===== config.mk =====
export PLATFORM = sky130hd
export DESIGN_NAME = l2_cache
export DESIGN_NICKNAME = d
export VERILOG_FILES = /design/src/lc3b_types.sv /design/src/cache_ctrl_types.sv /design/src/cache_way.sv /design/src/l2_cache.sv /design/src/l2_cache_control.sv /design/src/l2_cache_datapath.sv
export SDC_FILE = /design/constraint.sdc
export NUM_CORES = 2
export LEC_CHECK = 0
export ABC_AREA = 1
export BUFFER_PORTS_ARGS = -buffer_cell sky130_fd_sc_hd__buf_2
export CAP_MARGIN = 15
export CELL_PAD_IN_SITES_DETAIL_PLACEMENT = 1
export CELL_PAD_IN_SITES_GLOBAL_PLACEMENT = 1
export CORE_UTILIZATION = 52
export CTS_CLUSTER_SIZE = 25
export DETAILED_ROUTE_END_ITERATION = 16
export PLACE_DENSITY = 0.78
export SYNTH_ARGS = -nofsm -noshare
export SYNTH_HDL_FRONTEND = slang
export SYNTH_MEMORY_MAX_BITS = 65536
export SYNTH_SLANG_ARGS = --single-unit

===== constraint.sdc =====
create_clock -name clk -period 9.7 [get_ports clk]
set_clock_uncertainty 0.1 [all_clocks]
set_input_delay 0.97 -clock clk [delete_from_list [all_inputs] [get_ports clk]]
set_output_delay 0.97 -clock clk [all_outputs]
set_load 0.03 [all_outputs]

===== src/lc3b_types.sv =====
package lc3b_types;

	localparam int WORD_W     = 16;
	localparam int LINE_W     = 128;
	localparam int LINE_BYTES = LINE_W / 8;
	localparam int TAG_W      = 8;
	localparam int INDEX_W    = 4;
	localparam int OFFSET_W   = 3;

	localparam int NUM_SETS  = 16;
	localparam int TAG_LSB   = 8;
	localparam int INDEX_LSB = 4;  // Also the number of byte address bits in a line

	typedef logic [WORD_W-1:0]     lc3b_word;
	typedef logic [LINE_W-1:0]     lc3b_data;
	typedef logic [TAG_W-1:0]      lc3b_tag;
	typedef logic [INDEX_W-1:0]    lc3b_index;
	typedef logic [OFFSET_W-1:0]   lc3b_offset;  // Word within a line
	typedef logic [LINE_BYTES-1:0] lc3b_line_mask;

endpackage : lc3b_types


===== src/cache_ctrl_types.sv =====
package cache_ctrl_types;

	import lc3b_types::*;

	typedef enum logic [1:0] {
		s_check,
		s_write_back,
		s_allocate
	} cache_state_t;

	typedef struct packed {
		logic line_write;
		logic tag_write;    // Also sets valid
		logic dirty_write;
		logic dirty_in;
	} way_ctrl_t;

	typedef struct packed {
		logic     match;  // Valid and tag equal
		logic     dirty;
		lc3b_tag  tag;
		lc3b_data line;
	} way_status_t;

	typedef struct packed {
		way_ctrl_t way0;
		way_ctrl_t way1;
		logic      lru_write;
		logic      fill_sel;     // 1 selects memory data
		logic      wb_addr_sel;  // 1 selects write-back address
	} dp_ctrl_t;

	typedef struct packed {
		logic hit;
		logic hit_way;
		logic victim_way;
		logic victim_dirty;
	} dp_status_t;

	// Per-way write commands used by the controller
	localparam way_ctrl_t WAY_IDLE = '0;
	localparam way_ctrl_t WAY_HIT_WRITE = '{line_write: 1'b1, tag_write: 1'b0,
		dirty_write: 1'b1, dirty_in: 1'b1};
	localparam way_ctrl_t WAY_FILL = '{line_write: 1'b1, tag_write: 1'b1,
		dirty_write: 1'b1, dirty_in: 1'b0};

endpackage : cache_ctrl_types


===== src/cache_way.sv =====
module cache_way import lc3b_types::*, cache_ctrl_types::*; (
	input  logic        clk,
	input  logic        rst_n,
	input  way_ctrl_t   ctrl,
	input  lc3b_tag     tag,
	input  lc3b_index   index,
	input  lc3b_data    line_in,
	output way_status_t status
);

	logic [NUM_SETS-1:0] valid;
	logic [NUM_SETS-1:0] dirty;
	lc3b_tag             tags  [NUM_SETS];
	lc3b_data            lines [NUM_SETS];

	logic     valid_rd;
	logic     dirty_rd;
	lc3b_tag  tag_rd;
	lc3b_data line_rd;

	// Valid bits are the only per-way state cleared by reset
	always_ff @(posedge clk or negedge rst_n) begin
		if (!rst_n) begin
			valid <= '0;
		end else if (ctrl.tag_write) begin
			valid[index] <= 1'b1;
		end
	end

	always_ff @(posedge clk) begin
		if (ctrl.dirty_write) begin
			dirty[index] <= ctrl.dirty_in;
		end
	end

	always_ff @(posedge clk) begin
		if (ctrl.tag_write) begin
			tags[index] <= tag;
		end
	end

	always_ff @(posedge clk) begin
		if (ctrl.line_write) begin
			lines[index] <= line_in;
		end
	end

	// Combinational read at the current index
	assign valid_rd = valid[index];
	assign dirty_rd = dirty[index];
	assign tag_rd   = tags[index];
	assign line_rd  = lines[index];

	always_comb begin
		status.match = valid_rd && (tag_rd == tag);
		status.dirty = valid_rd && dirty_rd;  // An invalid line never needs write-back
		status.tag   = tag_rd;
		status.line  = line_rd;
	end

endmodule : cache_way


===== src/l2_cache.sv =====
module l2_cache import lc3b_types::*, cache_ctrl_types::*; (
	input  logic          clk,
	input  logic          rst_n,
	input  lc3b_word      mem_address,
	input  logic          mem_read,
	input  logic          mem_write,
	input  lc3b_data      mem_wdata,
	input  lc3b_line_mask mem_byte_enable,
	output lc3b_data      mem_rdata,
	output logic          mem_resp,
	output lc3b_word      pmem_address,
	output logic          pmem_read,
	output logic          pmem_write,
	output lc3b_data      pmem_wdata,
	input  lc3b_data      pmem_rdata,
	input  logic          pmem_resp
);

	dp_ctrl_t   dp_ctrl;
	dp_status_t dp_status;

	l2_cache_control control (
		.clk        (clk),
		.rst_n      (rst_n),
		.mem_read   (mem_read),
		.mem_write  (mem_write),
		.pmem_resp  (pmem_resp),
		.status     (dp_status),
		.ctrl       (dp_ctrl),
		.mem_resp   (mem_resp),
		.pmem_read  (pmem_read),
		.pmem_write (pmem_write)
	);

	l2_cache_datapath datapath (
		.clk             (clk),
		.rst_n           (rst_n),
		.mem_address     (mem_address),
		.mem_wdata       (mem_wdata),
		.mem_byte_enable (mem_byte_enable),
		.pmem_rdata      (pmem_rdata),
		.ctrl            (dp_ctrl),
		.status          (dp_status),
		.mem_rdata       (mem_rdata),
		.pmem_wdata      (pmem_wdata),
		.pmem_address    (pmem_address)
	);

endmodule : l2_cache


===== src/l2_cache_control.sv =====
module l2_cache_control import lc3b_types::*, cache_ctrl_types::*; (
	input  logic       clk,
	input  logic       rst_n,
	input  logic       mem_read,
	input  logic       mem_write,
	input  logic       pmem_resp,
	input  dp_status_t status,
	output dp_ctrl_t   ctrl,
	output logic       mem_resp,
	output logic       pmem_read,
	output logic       pmem_write
);

	cache_state_t state;
	cache_state_t next_state;
	logic         request;

	assign request = mem_read || mem_write;

	always_ff @(posedge clk or negedge rst_n) begin
		if (!rst_n) begin
			state <= s_check;
		end else begin
			state <= next_state;
		end
	end

	always_comb begin
		next_state       = state;
		mem_resp         = 1'b0;
		pmem_read        = 1'b0;
		pmem_write       = 1'b0;
		ctrl.way0        = WAY_IDLE;
		ctrl.way1        = WAY_IDLE;
		ctrl.lru_write   = 1'b0;
		ctrl.fill_sel    = 1'b0;
		ctrl.wb_addr_sel = 1'b0;

		case (state)
			s_check: begin
				if (request && status.hit) begin
					mem_resp       = 1'b1;  // Answered in the request cycle
					ctrl.lru_write = 1'b1;
					if (mem_write) begin
						if (status.hit_way) begin
							ctrl.way1 = WAY_HIT_WRITE;
						end else begin
							ctrl.way0 = WAY_HIT_WRITE;
						end
					end
				end else if (request) begin
					if (status.victim_dirty) begin
						next_state = s_write_back;
					end else begin
						next_state = s_allocate;
					end
				end
			end

			s_write_back: begin
				pmem_write       = 1'b1;
				ctrl.wb_addr_sel = 1'b1;
				if (pmem_resp) begin
					next_state = s_allocate;
				end
			end

			s_allocate: begin
				pmem_read     = 1'b1;
				ctrl.fill_sel = 1'b1;
				if (pmem_resp) begin
					// Victim takes the line, tag and valid, dirty cleared
					if (status.victim_way) begin
						ctrl.way1 = WAY_FILL;
					end else begin
						ctrl.way0 = WAY_FILL;
					end
					next_state = s_check;  // Request hits on the next cycle
				end
			end

			default: begin
				next_state = s_check;
			end
		endcase
	end

endmodule : l2_cache_control


===== src/l2_cache_datapath.sv =====
module l2_cache_datapath import lc3b_types::*, cache_ctrl_types::*; (
	input  logic          clk,
	input  logic          rst_n,
	input  lc3b_word      mem_address,
	input  lc3b_data      mem_wdata,
	input  lc3b_line_mask mem_byte_enable,
	input  lc3b_data      pmem_rdata,
	input  dp_ctrl_t      ctrl,
	output dp_status_t    status,
	output lc3b_data      mem_rdata,
	output lc3b_data      pmem_wdata,
	output lc3b_word      pmem_address
);

	lc3b_tag   tag;
	lc3b_index index;

	way_status_t way0_status;
	way_status_t way1_status;

	logic [NUM_SETS-1:0] lru;  // Points at the way to evict next
	logic                lru_rd;

	logic     hit_way;
	lc3b_data hit_line;
	lc3b_data merged_line;
	lc3b_data line_in;
	lc3b_tag  victim_tag;
	lc3b_word line_addr;
	lc3b_word wb_addr;

	assign tag   = mem_address[TAG_LSB +: TAG_W];
	assign index = mem_address[INDEX_LSB +: INDEX_W];

	cache_way way0 (
		.clk     (clk),
		.rst_n   (rst_n),
		.ctrl    (ctrl.way0),
		.tag     (tag),
		.index   (index),
		.line_in (line_in),
		.status  (way0_status)
	);

	cache_way way1 (
		.clk     (clk),
		.rst_n   (rst_n),
		.ctrl    (ctrl.way1),
		.tag     (tag),
		.index   (index),
		.line_in (line_in),
		.status  (way1_status)
	);

	assign lru_rd = lru[index];

	always_ff @(posedge clk or negedge rst_n) begin
		if (!rst_n) begin
			lru <= '0;
		end else if (ctrl.lru_write) begin
			lru[index] <= ~hit_way;  // Other way becomes the victim
		end
	end

	assign hit_way  = way1_status.match;
	assign hit_line = hit_way ? way1_status.line : way0_status.line;

	always_comb begin
		status.hit          = way0_status.match || way1_status.match;
		status.hit_way      = hit_way;
		status.victim_way   = lru_rd;
		status.victim_dirty = lru_rd ? way1_status.dirty : way0_status.dirty;
	end

	// Byte-enable merge of the upper-level data over the hitting line
	always_comb begin
		merged_line = hit_line;
		for (int b = 0; b < LINE_BYTES; b++) begin
			if (mem_byte_enable[b]) begin
				merged_line[8*b +: 8] = mem_wdata[8*b +: 8];
			end
		end
	end

	assign line_in   = ctrl.fill_sel ? pmem_rdata : merged_line;
	assign mem_rdata = hit_line;

	assign victim_tag = lru_rd ? way1_status.tag : way0_status.tag;
	assign pmem_wdata = lru_rd ? way1_status.line : way0_status.line;

	assign line_addr    = {mem_address[WORD_W-1:INDEX_LSB], {INDEX_LSB{1'b0}}};
	assign wb_addr      = {victim_tag, index, {INDEX_LSB{1'b0}}};
	assign pmem_address = ctrl.wb_addr_sel ? wb_addr : line_addr;

endmodule : l2_cache_datapath


After elaboration in Yosys (flattened, before gate mapping). Memory sizes are Yosys's and may differ from the RTL's. Index checks and enable logic that the tools add are counted. W data, S select, Z words.

Register bits after elaboration: 82. Latch bits: 0. Bits in writable memories: 4352. ROM bits: 0. Input bits: 293. Memories kept: 4.

Add/subtract/negate cells: 0. $mul: 0. Div/mod/pow operators: 0. $lt $le $gt $ge: 2. Eq/ne operators: 8. Shift-type cells: 0. Mux-type cells: 64. Bitwise operators: 3. Reduce and logical (&&, ||, !) cells: 10.

Memory list: datapath.way0.lines (words 16, bits a word 128, read ports 1, clocked after Yosys merged registers in 0, wr ports 1, line cache_way.sv:14) `lc3b_data lines [NUM_SETS];`; datapath.way1.lines (words 16, bits a word 128, read ports 1, clocked after Yosys merged registers in 0, wr ports 1, line cache_way.sv:14); datapath.way0.tags (words 16, bits a word 8, read ports 1, clocked after Yosys merged registers in 0, wr ports 1, line cache_way.sv:13) `lc3b_tag tags [NUM_SETS];`; datapath.way1.tags (words 16, bits a word 8, read ports 1, clocked after Yosys merged registers in 0, wr ports 1, line cache_way.sv:13).

Operator list (number): $mux W128 (3); $mux W8 (19); $bwmux W16 (3); $or A16 B16 Y16 (2); $bmux W1 S4 (5); $mux W1 (20); $eq A8 B8 Y1 (2); $mux W16 (1); $mux W4 (4); $pmux W8 S2 (1); $mux W2 (5); $mux W9 (1); $logic_and A1 B1 Y1 (6); $ne A2 B2 Y1 const B (3); $pmux W2 S3 (1); $lt A4 B5 Y1 const B (1); $demux W1 S4 (1); $ge A4 B1 Y1 const B (1); $reduce_and A4 Y1 (1); $eq A2 B1 Y1 const B (1); $eq A2 B2 Y1 const B (1); $logic_not A2 Y1 (1); $logic_or A1 B1 Y1 (2); $ne A2 B1 Y1 const B (1); $not A1 Y1 (1).

Logic depth before layout (Yosys ltp).
Word-level depth: 9. Mapped depth: 22.

Hierarchy. A second synthesis with hierarchy kept.

Cell total of the unflattened synthesis: 11946. Area, all modules: 171228.0 sq um.

By module, submodules not included: cache_way (instances 2, cells each 5185, area an instance 82066.2 sq um, seq. area each 66223.5 sq um); l2_cache_datapath (instances 1, cells each 1535, area an instance 6856.6 sq um, seq. area each 400.4 sq um); l2_cache_control (instances 1, cells each 41, area an instance 239.0 sq um, seq. area each 50.0 sq um).

Worst setup path before layout. No wires, ideal clock.

Path type: in2reg. Start: input port mem_address[5]. End: register datapath.way0.dirty[10] (enable). Data arrival time: 9042 ps. Required time: 8939 ps. Setup slack: -102 ps. Stages: 18. Cell sequence: buf_4 -> nand2_4 -> inv_1 -> buf_2 -> buf_4 -> buf_6 -> nand2_1 -> nand2_1 -> o21ai_0 -> nand2_1 -> o21ai_0 -> nand2_1 -> nor2_1 -> nand3_1 -> nor2_1 -> nand4_2 -> buf_6 -> a21oi_1.

Longest elaborated chain between the ends: 7. Elaborated cells on any way between the ends: 20.

Ends and longest elaborated chain: from (decl) (line l2_cache.sv:4) `input lc3b_word mem_address,`; $mem_v2 Z16 W8 or $bmux W1 S4 (tied branches); $eq A8 B8 Y1 or $mux W1 (tied branches) (line cache_way.sv:55, cache_way.sv:49); $logic_and A1 B1 Y1 (line cache_way.sv:55) `status.match = valid_rd && (tag_rd == tag);`; $mux W4 or $logic_or A1 B1 Y1 (tied branches) (line l2_cache_control.sv:45, l2_cache_datapath.sv:69); $mux W8 or $logic_and A1 B1 Y1 (tied branches) (line l2_cache_control.sv:44, l2_cache_control.sv:41); $mux W9 (line l2_cache_control.sv:41) `if (request && status.hit) begin`; $pmux W8 S2 * (line l2_cache_control.sv:39) `case (state)`; to (signal, indexed assignment) (line cache_way.sv:32) `dirty[index] <= ctrl.dirty_in;`; to (decl) (line cache_way.sv:12) `logic [NUM_SETS-1:0] dirty;`.

Mark *: on every way between the ends. The rest lies on a longest branch, timed or not. The select of a mux whose other input is x is not followed. A chain may end at the register's enable or synchronous reset.

Worst setup path after layout.
Start: input port mem_address[4]. End: output port mem_rdata[33].

Longest elaborated chain between the ends: 4. Elaborated cells on any way between the ends: 8.

Ends and longest elaborated chain: $mem_v2 Z16 W8 or $bmux W1 S4 (tied branches); $eq A8 B8 Y1 or $mux W1 (tied branches) (line cache_way.sv:55, cache_way.sv:49); $logic_and A1 B1 Y1 (line cache_way.sv:55); $mux W128 * (line l2_cache_datapath.sv:66) `assign hit_line = hit_way ? way1_status.line : way0_status.line;`; to (decl) (line l2_cache.sv:9) `output lc3b_data mem_rdata,`.

Marked as above.

==> summary.txt <==
Clock network
  – H-tree levels: 5
  – Root Buffer: clkbuf_16
  – Clock sinks: 4434
  – Post-CTS Resized: 0
  – Cts hold-fix bufs: 0
  – Clock slew at reported path FFs: 0.06 ns
  – CTS tree: done
  – CTS max path bufs: 4
  – Clock latency on the worst-skew pair: 1.00 ns
  – Post-CTS Repair Setup Buffers: 0
  – Total CTS buffers: 432

Synthesis
  – Asr flop ratio synth: 1.128%
  – Dominant cells by area after synthesis: edfxtp_1 (77%), a22oi_1 (9.1%), nand2_1 (4.0%), a21oi_1 (3.2%), clkbuf_1 (1.0%)
  – EDFF count, synth: 4384
  – Post-synthesis sequential area ratio: 77.91%
  – Cells after Synth: 11450
  – Synth Area in Simple Gates: 6.885%
  – Ys Warns: 0
  – Post-synth top cells: edfxtp_1 (4384), a22oi_1 (2064), nand2_1 (1832)
  – FF+latch count, synth: 4434
  – Post-synthesis xor/xnor area fraction: 0%
  – Syn_area_per_cell: 14.90 sq um
  – Largest family of logic cells by synthesized area: compound AO/OA/AOI/OAI gates
  – Dominant synthesized flop cell: edfxtp_1
  – Mux cell area share after synthesis: 0%
  – Count of different cell masters after synthesis: 32
  – Area fraction in compound gates after synthesis: 12.81%
  – Post-Synth Adder-Cell Area: 0%
  – Top cell type's share of synthesized area: 77.18%
  – Top-count cell post-synth: edfxtp_1
  – Post-synth top area cell: edfxtp_1
  – Mapped cell area: 0.1706 sq mm

Worst setup path
  – WP buf/inv: 5
  – CP Max Fanout: 100
  – CP max stage delay: 0.97 ns
  – Setup crit start: mem_address[4]
  – Worst setup EP type: output pin
  – WP depth: 12
  – Startpoint types: primary input
  – FF-to-FF End: datapath.way0.lines[12][64]$_DFFE_PP_
  – WS Path Type: in2out
  – Critical path, cell by cell: buf_4, nand2_1, inv_8, buf_4, buf_4, a22oi_1, a21oi_1, or2_1, or3_1, nand2_1, nand2_1, buf_2
  – Slowest CP cell: buf_4
  – R2R Path Start: datapath.lru[2]$_DFFE_PN0P_
  – Worst setup path end: mem_rdata[33]
  – CP delay by family, top: buffers and inverters
  – Worst Path Required: 8.63 ns
  – Reg2reg setup slack: 4.79 ns
  – Worst reg2reg path depth: 9
  – CP arrival: 6.05 ns

Placed design
  – Port Buffers: 559
  – Dpl hpwl: 287.7 mm
  – Gpl congestion: 0.8207
  – Dpl ws: 2.562 ns

Routing
  – Routed length on met2: 275.9 mm
  – Final wirelength: 561.7 mm
  – Routed met1 length: 201.8 mm
  – Top sig layer: met4
  – WL met3: 54.89 mm
  – Initial DRT Pass Iterations: 6
  – Routed Antenna Nets: 0
  – DR vias: 111100
  – DRC: 0
  – Vias per inst: 6.684
  – DR iter-0 viols: 14870
  – Mean routed wirelength per cell: 33.81 um

Min path
  – Hold Path Class: in2async

STA
  – Setup Viol. Count Final: 0
  – Final worst slack: 2.577 ns
  – Minimum clock period: 7.123 ns
  – Max-slew violation count: 0
  – Least-Margin Pin Slew: 1.439 ns
  – RSZ-0062 raised after global routing: no
  – Period utilization: 73.43%
  – Fmax: 140.4 MHz
  – Fin. Hold Viols: 0
  – Headroom to the max-slew limit: 4.078%

Floorplan
  – Die area: 0.3303 sq mm
  – Core area: 0.3253 sq mm
  – # rows: 209
  – Effective utilization at floorplan: 52.43%
  – # IOs: 568
  – Die W: 574.7 um
  – Die Ht: 574.7 um

Layout
  – Final nets: 12210
  – Area Growth Syn to Fin: 13.26%
  – Share of layout cells above drive strength 1: 12.19%
  – Utilization after layout: 59.39%

Power and ir drop
  – Pwr Total: 47100 uW
  – Pleak: 0.06548 uW
  – Combinational share of power: 12.9%
  – Seq pwr share: 51.1%
  – Pwr dens: 243.8 mW/mm^2
  – Peak VDD IR: 0.1949 mV
  – Switching pwr: 12630 uW
  – Net Sw Frac: 26.82%
  – Clk pwr share: 36.0%
  – Internal power: 34470 uW

Status
  – Outcome: completed

GRT
  – Vias in the first global route: 115400
  – Tot GR Track Use: 33.20%
  – Grt total ovfl: 0
  – Largest net degree at the start of global routing: 199
  – First-pass GRT wire length: 800.2 mm
  – Antenna violations before repair: 7

Flow run
  – Max-cap violations: 0
## state kept, by name, summed over array words and instances (netlist names)
signal / flops
control.state: 2
datapath.lru: 16
datapath.way0.dirty: 16
datapath.way0.lines: 2048
datapath.way0.tags: 128
datapath.way0.valid: 16
datapath.way1.dirty: 16
datapath.way1.lines: 2048
datapath.way1.tags: 128
datapath.way1.valid: 16
## area by class of cell
cell class                      count  area (sq um)
Antenna cell                        6         15.01
Fill cell                       30340        132100
Inverter                          246         973.4
Tap cell                         4325          5411
Clock buffer                      511         11200
Sequential cell                  4434        132900
Multi-Input combinational cell   6026         33970
Clock inverter                    288          2873
Timing Repair Buffer              780          5853
## worst min-delay path by stage
| stage | endpoint | slack (ns) | start | depth (start not counted) |
|---|---|---|---|---|
| floorplan | datapath.way0.valid[0]$_DFFE_PN0P_ | 0.32 | datapath.way0.valid[0]$_DFFE_PN0P_ | 2 |
| detailed placement | datapath.way1.valid[3]$_DFFE_PN0P_ | 0.35 | datapath.way1.valid[3]$_DFFE_PN0P_ | 2 |
| global route | datapath.way1.valid[3]$_DFFE_PN0P_ | 0.09 | rst_n | 2 |
| global placement | datapath.way0.valid[8]$_DFFE_PN0P_ | 0.34 | datapath.way0.valid[8]$_DFFE_PN0P_ | 2 |
| finish | datapath.way0.valid[1]$_DFFE_PN0P_ | 0.03 | rst_n | 2 |
| CTS | datapath.way0.valid[1]$_DFFE_PN0P_ | 0.02 | rst_n | 2 |
## power groups by stage
stage / Combinational, uW / Clock (uW) / Sequential (uW)
CTS: 5850 / 17000 / 24100
finish: 6060 / 17000 / 24100
global route: 6400 / 17600 / 24100
detailed placement: 5810 / 0 / 24500
global placement: 5340 / 0 / 24400
floorplan: 3300 / 0 / 24400
## placed cells by master (no fill, tap or decap), drive strengths merged, types with 6 or more instances in the layout
cell type and n:
edfxtp 4384, a22oi 2064, nand2 1835, a21oi 1074, buf 780, clkbuf 511
or2 272, inv 257, or3 256, clkinv 222, o21ai 183, nand3 177
nor2 121, dfrtp 50, bufinv 45, nand4 27, clkinvlp 10, o22ai 8
diode 6
## through the flow
stage | setup TNS, ns | instances | cell area [sq um] | hold slack (ns)
floorplan | -118.52 | 11450 | 170600 | 0.3240
global placement | 0 | 15800 | 178900 | 0.3369
detailed placement | 0 | 15800 | 178900 | 0.3508
CTS | 0 | 16600 | 193000 | 0.02311
global route | 0 | 16610 | 193200 | 0.08532
finish | 0 | 16620 | 193200 | 0.03107
## per-layer routing
metal | vias to the layer above | track usage [%]
met2 | 7599 | 55.66
met5 | - | 0
met4 | 0 | 15.56
li1 | 45150 | -
met3 | 1498 | 5.327
met1 | 56820 | 42.63
## kinds of logic (layout without fill, tap and decap cells)
| kind of cell | Yosys count | count (layout) |
|---|---|---|
| other | 1 | 10 |
| flip-flops | 4434 | 4434 |
| buffers and inverters | 992 | 1825 |
| AO/OA/AOI/OAI | 3331 | 3331 |
| AND/OR/NAND/NOR | 2691 | 2691 |
No activity file was read; power rests on OpenSTA's default activity.
